--- src/simd_decode_consts.svh ---
`ifndef SIMD_DECODE_CONSTS_SVH
`define SIMD_DECODE_CONSTS_SVH

`define SRC_ADDR_W 12  // Source and destination address
`define OPCODE_W   32  // Instruction word
`define MUX_SEL_W  4   // Source mux select

`define FMT_MSB 31
`define FMT_LSB 24
`define OP_MSB  11
`define OP_LSB  0

`define FMT_VOP1  8'h01
`define FMT_VOP2  8'h02
`define FMT_VOPC  8'h04
`define FMT_VOP3A 8'h08

`define OP_V_MOV_B32       12'h001  // VOP1
`define OP_V_CNDMASK_B32   12'h000  // VOP2 from here
`define OP_V_MUL_I32_I24   12'h009
`define OP_V_MAX_I32       12'h012
`define OP_V_MIN_U32       12'h013
`define OP_V_MAX_U32       12'h014
`define OP_V_LSHRREV_B32   12'h016
`define OP_V_LSHLREV_B32   12'h01A
`define OP_V_AND_B32       12'h01B
`define OP_V_OR_B32        12'h01C
`define OP_V_ADD_I32       12'h025
`define OP_V_SUB_I32       12'h026
`define OP_V_ADDC_U32      12'h028
`define OP_V_CMP_F_I32     12'h080  // Compares, VOPC and VOP3A
`define OP_V_CMP_TRU_I32   12'h087
`define OP_V_CMP_F_U32     12'h0C0
`define OP_V_CMP_TRU_U32   12'h0C7
`define OP_V3_MUL_I32_I24  12'h109  // VOP3A only from here
`define OP_V3_MIN_U32      12'h113
`define OP_V3_MAX_U32      12'h114
`define OP_V3_AND_B32      12'h11B
`define OP_V3_BFE_U32      12'h148
`define OP_V3_BFI_B32      12'h14A
`define OP_V3_MUL_LO_U32   12'h169
`define OP_V3_MUL_HI_U32   12'h16A
`define OP_V3_MUL_LO_I32   12'h16B

`define ADDR_LITERAL 12'h7FF
`define ADDR_VCC_LO  12'hE01
`define ADDR_VCC_HI  12'hE02
`define ADDR_M0      12'hE04
`define ADDR_EXEC_LO 12'hE08
`define ADDR_EXEC_HI 12'hE10
`define ADDR_VCCZ    12'hE20
`define ADDR_EXECZ   12'hE40
`define ADDR_SCC     12'hE80

`endif

--- src/simd_decode_pkg.sv ---
`include "simd_decode_consts.svh"

package simd_decode_pkg;

  // Value equals the format byte of the instruction word
  typedef enum logic [`FMT_MSB-`FMT_LSB:0] {
    FMT_OTHER = 8'h00,  // Any unknown format byte
    FMT_VOP1  = `FMT_VOP1,
    FMT_VOP2  = `FMT_VOP2,
    FMT_VOPC  = `FMT_VOPC,
    FMT_VOP3A = `FMT_VOP3A
  } fmt_e;

  typedef enum logic [`MUX_SEL_W-1:0] {
    SRC_LITERAL = 4'd0,
    SRC_CONST   = 4'd1,   // Inline constant
    SRC_VGPR    = 4'd2,
    SRC_SGPR    = 4'd3,
    SRC_VCC_LO  = 4'd4,
    SRC_VCC_HI  = 4'd5,
    SRC_M0      = 4'd6,
    SRC_EXEC_LO = 4'd7,
    SRC_EXEC_HI = 4'd8,
    SRC_VCCZ    = 4'd9,
    SRC_EXECZ   = 4'd10,
    SRC_SCC     = 4'd11,
    SRC_INVALID = 4'd15   // Unmapped address
  } src_sel_e;

  typedef enum logic [2:0] {
    WR_NONE     = 3'd0,
    WR_VGPR     = 3'd1,
    WR_VGPR_VCC = 3'd2,   // Carry out to VCC
    WR_VCC      = 3'd3,   // VOPC compare
    WR_VCC_SGPR = 3'd4    // VOP3A compare
  } wr_class_e;

endpackage

--- src/alu_opcode_decoder.sv ---
`timescale 1ns/10ps
`include "simd_decode_consts.svh"

module alu_opcode_decoder (
  input  logic [`OPCODE_W-1:0]   opcode,
  input  logic [`SRC_ADDR_W-1:0] sgpr_dest_addr,
  output logic                   vcc_wr_en,
  output logic                   vgpr_wr_en,
  output logic                   sgpr_wr_en
);

  import simd_decode_pkg::*;

  logic [`FMT_MSB-`FMT_LSB:0] fmt_field;
  logic [`OP_MSB-`OP_LSB:0]   op_field;
  fmt_e                       fmt;
  wr_class_e                  wr_class;
  logic                       tbl_vcc;
  logic                       tbl_sgpr;
  logic                       dest_is_vcc;
  logic                       dest_is_sgpr;

  // Integer compares, same numbers in VOPC and VOP3A
  function automatic logic is_cmp_op(input logic [`OP_MSB-`OP_LSB:0] op);
    return op inside {[`OP_V_CMP_F_I32 : `OP_V_CMP_TRU_I32],
                      [`OP_V_CMP_F_U32 : `OP_V_CMP_TRU_U32]};
  endfunction

  assign fmt_field = opcode[`FMT_MSB:`FMT_LSB];
  assign op_field  = opcode[`OP_MSB:`OP_LSB];

  always_comb
  begin
    case (fmt_field)
      `FMT_VOP1:  fmt = FMT_VOP1;
      `FMT_VOP2:  fmt = FMT_VOP2;
      `FMT_VOPC:  fmt = FMT_VOPC;
      `FMT_VOP3A: fmt = FMT_VOP3A;
      default:    fmt = FMT_OTHER;
    endcase
  end

  always_comb
  begin
    wr_class = WR_NONE;
    case (fmt)
      FMT_VOP1:
      begin
        if (op_field == `OP_V_MOV_B32)
          wr_class = WR_VGPR;
      end
      FMT_VOP2:
      begin
        case (op_field)
          `OP_V_CNDMASK_B32,
          `OP_V_MUL_I32_I24,
          `OP_V_MAX_I32,
          `OP_V_MIN_U32,
          `OP_V_MAX_U32,
          `OP_V_LSHRREV_B32,
          `OP_V_LSHLREV_B32,
          `OP_V_AND_B32,
          `OP_V_OR_B32:   wr_class = WR_VGPR;
          `OP_V_ADD_I32,
          `OP_V_SUB_I32,
          `OP_V_ADDC_U32: wr_class = WR_VGPR_VCC;  // Carry written to VCC
          default:        wr_class = WR_NONE;
        endcase
      end
      FMT_VOPC:
      begin
        if (is_cmp_op(op_field))
          wr_class = WR_VCC;
      end
      FMT_VOP3A:
      begin
        case (op_field)
          `OP_V3_MUL_I32_I24,
          `OP_V3_MIN_U32,
          `OP_V3_MAX_U32,
          `OP_V3_AND_B32,
          `OP_V3_BFE_U32,
          `OP_V3_BFI_B32,
          `OP_V3_MUL_LO_U32,
          `OP_V3_MUL_HI_U32,
          `OP_V3_MUL_LO_I32: wr_class = WR_VGPR;
          default:
          begin
            if (is_cmp_op(op_field))
              wr_class = WR_VCC_SGPR;  // Result may land in an SGPR pair
          end
        endcase
      end
      default:
      begin
        wr_class = WR_NONE;
      end
    endcase
  end

  always_comb
  begin
    case (wr_class)
      WR_VGPR:     {vgpr_wr_en, tbl_vcc, tbl_sgpr} = 3'b100;
      WR_VGPR_VCC: {vgpr_wr_en, tbl_vcc, tbl_sgpr} = 3'b110;
      WR_VCC:      {vgpr_wr_en, tbl_vcc, tbl_sgpr} = 3'b010;
      WR_VCC_SGPR: {vgpr_wr_en, tbl_vcc, tbl_sgpr} = 3'b011;
      default:     {vgpr_wr_en, tbl_vcc, tbl_sgpr} = 3'b000;
    endcase
  end

  // VOP3A destination field picks VCC or an SGPR
  assign dest_is_vcc  = (sgpr_dest_addr == `ADDR_VCC_LO);
  assign dest_is_sgpr = (sgpr_dest_addr[`SRC_ADDR_W-1 -: 3] == 3'b110);

  always_comb
  begin
    if (fmt == FMT_VOP3A && dest_is_vcc)
    begin
      vcc_wr_en  = 1'b1;
      sgpr_wr_en = 1'b0;
    end
    else if (fmt == FMT_VOP3A && dest_is_sgpr)
    begin
      vcc_wr_en  = 1'b0;
      sgpr_wr_en = 1'b1;
    end
    else
    begin
      vcc_wr_en  = tbl_vcc;
      sgpr_wr_en = tbl_sgpr;
    end
  end

endmodule

--- src/operand_source_decoder.sv ---
`timescale 1ns/10ps
`include "simd_decode_consts.svh"

module operand_source_decoder (
  input  logic [`SRC_ADDR_W-1:0]    src_addr,
  output simd_decode_pkg::src_sel_e src_sel,
  output logic                      vgpr_rd_en
);

  import simd_decode_pkg::*;

  logic [1:0] region;   // Top two address bits
  logic       sgpr_hit;

  assign region   = src_addr[`SRC_ADDR_W-1 -: 2];
  assign sgpr_hit = (src_addr[`SRC_ADDR_W-1 -: 3] == 3'b110);

  // First matching rule wins, literal sits inside the 01 region
  always_comb
  begin
    vgpr_rd_en = 1'b0;
    if (src_addr == `ADDR_LITERAL)
    begin
      src_sel = SRC_LITERAL;
    end
    else if (region == 2'b00)
    begin
      src_sel = SRC_CONST;
    end
    else if (region == 2'b10)
    begin
      src_sel    = SRC_VGPR;
      vgpr_rd_en = 1'b1;   // Only case that reads the VGPR file
    end
    else if (sgpr_hit)
    begin
      src_sel = SRC_SGPR;
    end
    else
    begin
      case (src_addr)
        `ADDR_VCC_LO:  src_sel = SRC_VCC_LO;
        `ADDR_VCC_HI:  src_sel = SRC_VCC_HI;
        `ADDR_M0:      src_sel = SRC_M0;
        `ADDR_EXEC_LO: src_sel = SRC_EXEC_LO;
        `ADDR_EXEC_HI: src_sel = SRC_EXEC_HI;
        `ADDR_VCCZ:    src_sel = SRC_VCCZ;
        `ADDR_EXECZ:   src_sel = SRC_EXECZ;
        `ADDR_SCC:     src_sel = SRC_SCC;
        default:       src_sel = SRC_INVALID;  // Rest of 01 and 111 regions
      endcase
    end
  end

endmodule

--- src/simd_instr_decoder.sv ---
`timescale 1ns/10ps
`include "simd_decode_consts.svh"

module simd_instr_decoder (
  input  logic                      clk,
  input  logic                      arst_n,
  input  logic [`SRC_ADDR_W-1:0]    src1_addr,
  input  logic [`SRC_ADDR_W-1:0]    src2_addr,
  input  logic [`SRC_ADDR_W-1:0]    src3_addr,
  input  logic [`OPCODE_W-1:0]      opcode,
  input  logic [`SRC_ADDR_W-1:0]    sgpr_dest_addr,
  output simd_decode_pkg::src_sel_e src1_sel,
  output simd_decode_pkg::src_sel_e src2_sel,
  output simd_decode_pkg::src_sel_e src3_sel,
  output logic                      vgpr_src1_rd_en,
  output logic                      vgpr_src2_rd_en,
  output logic                      vgpr_src3_rd_en,
  output logic                      vcc_wr_en,
  output logic                      vgpr_wr_en,
  output logic                      sgpr_wr_en
);

  import simd_decode_pkg::*;

  src_sel_e dec_src1_sel;   // Combinational decode results
  src_sel_e dec_src2_sel;
  src_sel_e dec_src3_sel;
  logic     dec_src1_rd_en;
  logic     dec_src2_rd_en;
  logic     dec_src3_rd_en;
  logic     dec_vcc_wr_en;
  logic     dec_vgpr_wr_en;
  logic     dec_sgpr_wr_en;

  operand_source_decoder i_src1_dec (
    .src_addr   (src1_addr),
    .src_sel    (dec_src1_sel),
    .vgpr_rd_en (dec_src1_rd_en)
  );

  operand_source_decoder i_src2_dec (
    .src_addr   (src2_addr),
    .src_sel    (dec_src2_sel),
    .vgpr_rd_en (dec_src2_rd_en)
  );

  operand_source_decoder i_src3_dec (
    .src_addr   (src3_addr),
    .src_sel    (dec_src3_sel),
    .vgpr_rd_en (dec_src3_rd_en)
  );

  alu_opcode_decoder i_op_dec (
    .opcode         (opcode),
    .sgpr_dest_addr (sgpr_dest_addr),
    .vcc_wr_en      (dec_vcc_wr_en),
    .vgpr_wr_en     (dec_vgpr_wr_en),
    .sgpr_wr_en     (dec_sgpr_wr_en)
  );

  // Single stage into the next pipeline register, one decode per cycle
  always_ff @(posedge clk or negedge arst_n)
  begin
    if (!arst_n)
    begin
      src1_sel        <= SRC_INVALID;  // Nothing selected out of reset
      src2_sel        <= SRC_INVALID;
      src3_sel        <= SRC_INVALID;
      vgpr_src1_rd_en <= 1'b0;
      vgpr_src2_rd_en <= 1'b0;
      vgpr_src3_rd_en <= 1'b0;
      vcc_wr_en       <= 1'b0;
      vgpr_wr_en      <= 1'b0;
      sgpr_wr_en      <= 1'b0;
    end
    else
    begin
      src1_sel        <= dec_src1_sel;
      src2_sel        <= dec_src2_sel;
      src3_sel        <= dec_src3_sel;
      vgpr_src1_rd_en <= dec_src1_rd_en;
      vgpr_src2_rd_en <= dec_src2_rd_en;
      vgpr_src3_rd_en <= dec_src3_rd_en;
      vcc_wr_en       <= dec_vcc_wr_en;
      vgpr_wr_en      <= dec_vgpr_wr_en;
      sgpr_wr_en      <= dec_sgpr_wr_en;
    end
  end

endmodule

--- config.mk ---
export PLATFORM = sky130hd
export DESIGN_NAME = simd_instr_decoder
export DESIGN_NICKNAME = d
export VERILOG_FILES = /design/src/simd_decode_pkg.sv /design/src/alu_opcode_decoder.sv /design/src/operand_source_decoder.sv /design/src/simd_instr_decoder.sv
export VERILOG_INCLUDE_DIRS = /design/src /design/src/src
export SDC_FILE = /design/constraint.sdc
export NUM_CORES = 1
export LEC_CHECK = 0
export ABC_AREA = 0
export ABC_CLOCK_PERIOD_IN_PS = 800
export BUFFER_PORTS_ARGS = -buffer_cell sky130_fd_sc_hd__buf_4
export CAP_MARGIN = 20
export CORE_ASPECT_RATIO = 2
export CORE_MARGIN = 10
export CORE_UTILIZATION = 40
export DETAILED_ROUTE_END_ITERATION = 8
export PLACE_DENSITY = 0.81
export SLEW_MARGIN = 20
export SYNTH_ARGS = -nofsm -noshare
export SYNTH_HDL_FRONTEND = slang
export SYNTH_SLANG_ARGS = --single-unit
--- constraint.sdc ---
create_clock -name clk -period 0.8 [get_ports clk]
set_input_delay 0.16 -clock clk [delete_from_list [all_inputs] [get_ports clk]]
set_output_delay 0.16 -clock clk [all_outputs]
set_load 0.1 [all_outputs]
==> flow_metrics.tcl, run 1 <==
set metrics [dict create \
    outcome "finished, violations left" \
    violations "setup timing" \
    synth_top_family_by_area "simple AND/OR/NAND/NOR gates" \
    slew_headroom 0.695 \
    drive_gt1_frac 0.645 \
    dpl.hpwl_um 5380 \
    netlist_area_um2 1700 \
    finalHoldViolCount 0 \
    cp_data_arrival_time_ns 1.52 \
    cts_root_buf "clkbuf_8" \
    port_buffers 87 \
    die_x_um 66.1 \
    seq_area_frac_synth 0.273 \
    worstMarginPinSlew_ns 0.452 \
    peakVddDrop_mv 1.19 \
    via_per_inst 5.93 \
    via_count 2450 \
    grt_max_degree 19 \
    synth-compound-area-share 0.174 \
    cp_cell_sequence "buf_6, nand4b_1, or4_4, a21oi_4, nor2_2, o311a_1" \
    cap_violations 0 \
    stdcell_count 413 \
    grtUsageTotal 0.197 \
    syn_to_final_growth_pct 116 \
    rsz0062_at_grt "true" \
    crit_buf_inv 1 \
    start_kind "input pin" \
    final_area_um2 3680 \
    rows 33 \
    maxSlewViolCount 0 \
    htreeDepth 1 \
    fin_crit_sh 1.67 \
    required_ns 0.99 \
    path_class "in -> reg" \
    placed_area_um2 2950 \
    antenna_found_initial 0 \
    grt_first_pass_wirelength_um 12000 \
    power_leakage_uw 0.00151 \
    ys_warn_count 0 \
    cp_slowest_cell "or4_4" \
    ant_nets 0 \
    synthArstFlopShare 1.00 \
    dp.cells 400 \
    finalCriticalPeriod_ns 1.33 \
    start_util 0.412 \
    num_antenna_cells 0 \
    numCtsBuffers 3 \
    fin_nets 444 \
    cts_tree "yes" \
    ys.flop_type "dfstp_2" \
    dp_worst_setup_slack_ns -0.797 \
    drtIter0Drc 130 \
    cp-end-kind "register" \
    setup_viol 33 \
    syn_inst 214 \
    wl_um 8590 \
    synth-simple-area-share 0.438 \
    synthAdderAreaFrac 0 \
    place.gp.congestion 0.874 \
    synth-xor-area-share 0.0669 \
    synth_edf_count 0 \
    cp_top_family "simple AND/OR/NAND/NOR gates" \
    drc 0 \
    core_um2 4130 \
    synthMuxAreaShare 0.00661 \
    max_freq_mhz 750 \
    holdPathEnd "sgpr_wr_en$_DFF_PN0_" \
    cts_buffer_depth 2 \
    clk_pin_slew_ns 0.07 \
    synth.distinct_cells 50 \
    syn_nets 296 \
    worstHoldPathCells 3 \
    io_pins 100 \
    setup_ws_ns -0.534 \
    overflow 0 \
    die_height_um 112 \
    p_per_area_nw_per_um2 960 \
    wl_per_cell_um 20.8 \
    final_util 0.891 \
    first_pass_iters 4 \
    hold_class "in -> reg" \
    crit_fanout 2 \
    cts.sinks 18 \
    dieArea_um2 7420 \
    grt_pass1_vias 2614 \
    hp-start "sgpr_dest_addr[9]" \
    slowest_delay_ns 0.56 \
    synth-seq-cells 18 \
    synth.avg_cell_area_um2 7.96 \
]
==> synth_stat cells (all sizes together) (3+ instances only) <==
library cell | number | share of area
nor4b | 9 | 0.046
nand3 | 10 | 0.029
o211ai | 4 | 0.018
a21oi | 4 | 0.021
xnor2 | 6 | 0.031
dfstp | 12 | 0.19
dfrtp | 6 | 0.088
a211oi | 4 | 0.018
nor2b | 6 | 0.022
inv | 4 | 0.0088
xor2 | 7 | 0.036
o31ai | 3 | 0.013
o21ai | 13 | 0.038
nand2b | 8 | 0.029
nor4 | 11 | 0.044
nand4 | 6 | 0.022
nand2 | 11 | 0.024
nor3 | 16 | 0.047
clkbuf | 12 | 0.026
or3 | 8 | 0.029
nor2 | 17 | 0.037
nand4b | 10 | 0.051
or4 | 3 | 0.015
==> area by class of cell <==
cell class	instances	area, µm²
clock buffers	4	55.1
fillers	191	449
inverters	4	15.0
flip-flops and latches	18	533
repair buffers	157	1520
well taps	52	65.1
multi-input cells	178	1490
==> stage by stage <==
step           hold WS, ns  TNS [ns]  total power, µW
2_1_floorplan       -0.136     -7.13             1760
3_3_place_gp        0.0277    -11.11             2370
3_5_place_dp        0.0283    -11.64             2400
4_1_cts              0.191    -10.33             3370
5_1_grt              0.193    -12.48             3660
6_report             0.193    -11.42             3530
==> worst max-delay path by stage <==
stage	startpoint	end	slack, ns	cells past startpoint
3_3_place_gp	opcode[8]	vcc_wr_en$_DFF_PN0_	-0.74	6
4_1_cts	src1_addr[8]	src1_sel[0]$_DFF_PN1_	-0.49	6
3_5_place_dp	src1_addr[8]	src1_sel[0]$_DFF_PN1_	-0.80	6
5_1_grt	src1_addr[8]	src1_sel[0]$_DFF_PN1_	-0.57	6
2_1_floorplan	src1_addr[8]	src1_sel[0]$_DFF_PN1_	-0.60	5
6_report	src1_addr[8]	src1_sel[0]$_DFF_PN1_	-0.53	6
==> per-layer routing <==
metal | up-vias | global-route usage | share of wire
li1 | 1118 | - | -
met1 | 1177 | 0.176 | 0.33
met2 | 117 | 0.391 | 0.57
met3 | 38 | 0.0398 | 0.055
met4 | 0 | 0.0844 | 0.053
met5 | - | 0 | 0
==> repair_timing <==
action | in CTS | in global routing
buffers inserted | 5 | 4
endpoints found under the setup margin | 33 | 33
hold endpoints to repair | 18 | 0
pin swaps | 22 | 20
hold buffers | 1 | 0
gates resized for setup | 103 | 36
==> cells in the final DEF, fill, tap and decap left out, drive strengths merged, types with 7 or more instances in the layout <==
cell type / Yosys / routed
or3: 8 / 8
nand2b: 8 / 8
nor3: 16 / 16
nand2: 11 / 11
nand3: 10 / 10
nor2: 17 / 17
nor4b: 9 / 9
nor4: 11 / 11
xor2: 7 / 7
o21ai: 13 / 13
buf: 2 / 156
nand4b: 10 / 10
dfstp: 12 / 12
==> where the power goes <==
part	internal [µW]	switching (µW)	total, µW
registers	1010	46.6	1050
logic	820	888	1710
clock network	439	332	771
total	2270	1270	3530
==> sequential cells by signal, indices dropped and copies added (netlist names) <==
signal and count:
vcc_wr_en 1, src3_sel 4, src1_sel 4, vgpr_src2_rd_en 1, vgpr_wr_en 1, vgpr_src3_rd_en 1, sgpr_wr_en 1, src2_sel 4
vgpr_src1_rd_en 1
==> logic make-up after synthesis <==
logic type,after synthesis
compound gates,41
flops,18
xor+xnor,13
mux,1
simple gates,123
buf+inv,18
Power figures use the tool's default switching activity.
==> run 2: changes to the inputs <==
--- a/config.mk
+++ b/config.mk
@@ -13,6 +13,6 @@
 export CORE_ASPECT_RATIO = 2
-export CORE_MARGIN = 10
-export CORE_UTILIZATION = 40
+export CORE_MARGIN = 1
+export CORE_UTILIZATION = 25
 export DETAILED_ROUTE_END_ITERATION = 8
-export PLACE_DENSITY = 0.81
+export PLACE_DENSITY = 0.57
 export SLEW_MARGIN = 20
--- a/constraint.sdc
+++ b/constraint.sdc
@@ -3,2 +3,2 @@
 set_output_delay 0.16 -clock clk [all_outputs]
-set_load 0.1 [all_outputs]
+set_load 0.05 [all_outputs]
==> flow_metrics.tcl, run 2 (synthesis results as in run 1) <==
set metrics [dict create \
    grt_first_pass_wirelength_um 9270 \
    syn_to_final_growth_pct 110 \
    io_pins 100 \
    cp_data_arrival_time_ns 1.49 \
    dieArea_um2 7170 \
    path_class "in -> reg" \
    cap_violations 0 \
    finalCriticalPeriod_ns 1.32 \
    via_count 2243 \
    rsz0062_at_grt "true" \
    via_per_inst 4.98 \
    core_um2 6620 \
    grt_max_degree 19 \
    cp_slowest_cell "or4_4" \
    grt_pass1_vias 2242 \
    cp_top_family "simple AND/OR/NAND/NOR gates" \
    rows 42 \
    die_x_um 60.4 \
    comb_power_share 0.406 \
    slew_headroom 0.746 \
    hold_class "in -> reg" \
    holdPathEnd "sgpr_wr_en$_DFF_PN0_" \
    cts_buffer_depth 2 \
    worstMarginPinSlew_ns 0.376 \
    power_leakage_uw 0.00150 \
    hp-start "sgpr_dest_addr[9]" \
    final_common_cell "buf_4" \
    clk_pin_slew_ns 0.05 \
    port_buffers 87 \
    outcome "finished, violations left" \
    maxSlewViolCount 0 \
    slowest_delay_ns 0.53 \
    stdcell_count 450 \
    grtUsageTotal 0.163 \
    drtIter0Drc 82 \
    place.gp.congestion 0.857 \
    power.share.clock 0.305 \
    seqPwrFrac 0.289 \
    crit_buf_inv 1 \
    dp.cells 435 \
    p_sw_uw 995 \
    finalHoldViolCount 0 \
    wl_per_cell_um 12.7 \
    dpl.hpwl_um 4600 \
    worstHoldPathCells 3 \
    first_pass_iters 6 \
    die_height_um 119 \
    peakVddDrop_mv 0.702 \
    cts_tree "yes" \
    htreeDepth 1 \
    violations "setup timing" \
    cts_root_buf "clkbuf_16" \
    most-common-layout-cells "buf_4, buf_6, nor2_1" \
    cp-end-kind "register" \
    antenna_found_initial 0 \
    fin_nets 445 \
    cp_cell_sequence "buf_6, nand4b_1, or4_4, a21oi_4, nor2_2, o311a_1" \
    start_kind "input pin" \
    largestRegisters "src1_sel (4), src2_sel (4), src3_sel (4)" \
    required_ns 0.97 \
    setup_viol 32 \
    fin_crit_sh 1.65 \
    num_antenna_cells 0 \
    crit_fanout 2 \
    drive_gt1_frac 0.610 \
    setup_ws_ns -0.519 \
    max_freq_mhz 758 \
    start_util 0.257 \
    cts.sinks 18 \
    p_per_area_nw_per_um2 978 \
    numCtsBuffers 3 \
    wl_um 5700 \
    intPower_uw 2500 \
    dp_worst_setup_slack_ns -0.819 \
    cp.depth 6 \
    drc 0 \
    overflow 0 \
    ant_nets 0 \
    swShare 0.284 \
]
run 2: cell type report:
type	count	area, µm²
Clock buffer	4	88.8
Sequential cell	18	465
Tap cell	88	110
Fill cell	636	3040
Timing Repair Buffer	158	1420
Multi-Input combinational cell	178	1480
Inverter	4	15.0
run 2: per-layer routing:
layer	wire length, µm	GRT usage	vias to the layer above
li1	-	-	1118
met1	1870	0.150	1059
met2	3500	0.330	54
met3	199	0.0197	12
met4	127	0.0567	0
met5	0	0	-
run 2: worst max-delay path by stage:
| stage | from | endpoint | slack [ns] |
|---|---|---|---|
| after floorplan | src1_addr[8] | src1_sel[0]$_DFF_PN1_ | -0.60 |
| after global routing | src1_addr[8] | src1_sel[0]$_DFF_PN1_ | -0.57 |
| after CTS | src1_addr[8] | src1_sel[0]$_DFF_PN1_ | -0.49 |
| after detailed placement | src1_addr[8] | src1_sel[0]$_DFF_PN1_ | -0.82 |
| after global placement | src1_addr[8] | src1_sel[0]$_DFF_PN1_ | -0.78 |
| final | src1_addr[8] | src1_sel[0]$_DFF_PN1_ | -0.52 |
run 2: power groups by stage:
| stage | logic [µW] | registers [µW] | clock network, µW |
|---|---|---|---|
| floorplan | 390 | 1170 | 0 |
| global placement | 1190 | 1010 | 0 |
| detailed placement | 1210 | 1010 | 0 |
| CTS | 1360 | 1010 | 1100 |
| global route | 1530 | 1010 | 1150 |
| finish | 1420 | 1010 | 1070 |
run 2: stage by stage:
stage / util / TNS, ns / hold slack (ns) / power (µW) / area (µm²)
final: 0.540 / -8.67 / 0.213 / 3500 / 3580
after global routing: 0.540 / -9.79 / 0.211 / 3690 / 3580
after CTS: 0.521 / -8.59 / 0.202 / 3480 / 3450
after detailed placement: 0.444 / -9.62 / 0.0379 / 2220 / 2940
after global placement: 0.444 / -9.38 / 0.0373 / 2200 / 2940
after floorplan: - / -5.89 / -0.136 / 1560 / 1850
run 2: repair_timing:
action,CTS,global route
pin swaps,21,18
endpoints found under the hold margin,6,0
resized for setup,78,24
hold buffers,1,0
buffers inserted,11,2
endpoints found under the setup margin,33,33
run 2: worst min-delay path: cells and delay by family:
family / cells / cell delay (ns)
AOI/OAI and AO/OA: 1 / 0.05
and+or+nand+nor: 1 / 0.12
buffers and inverters: 1 / 0.09
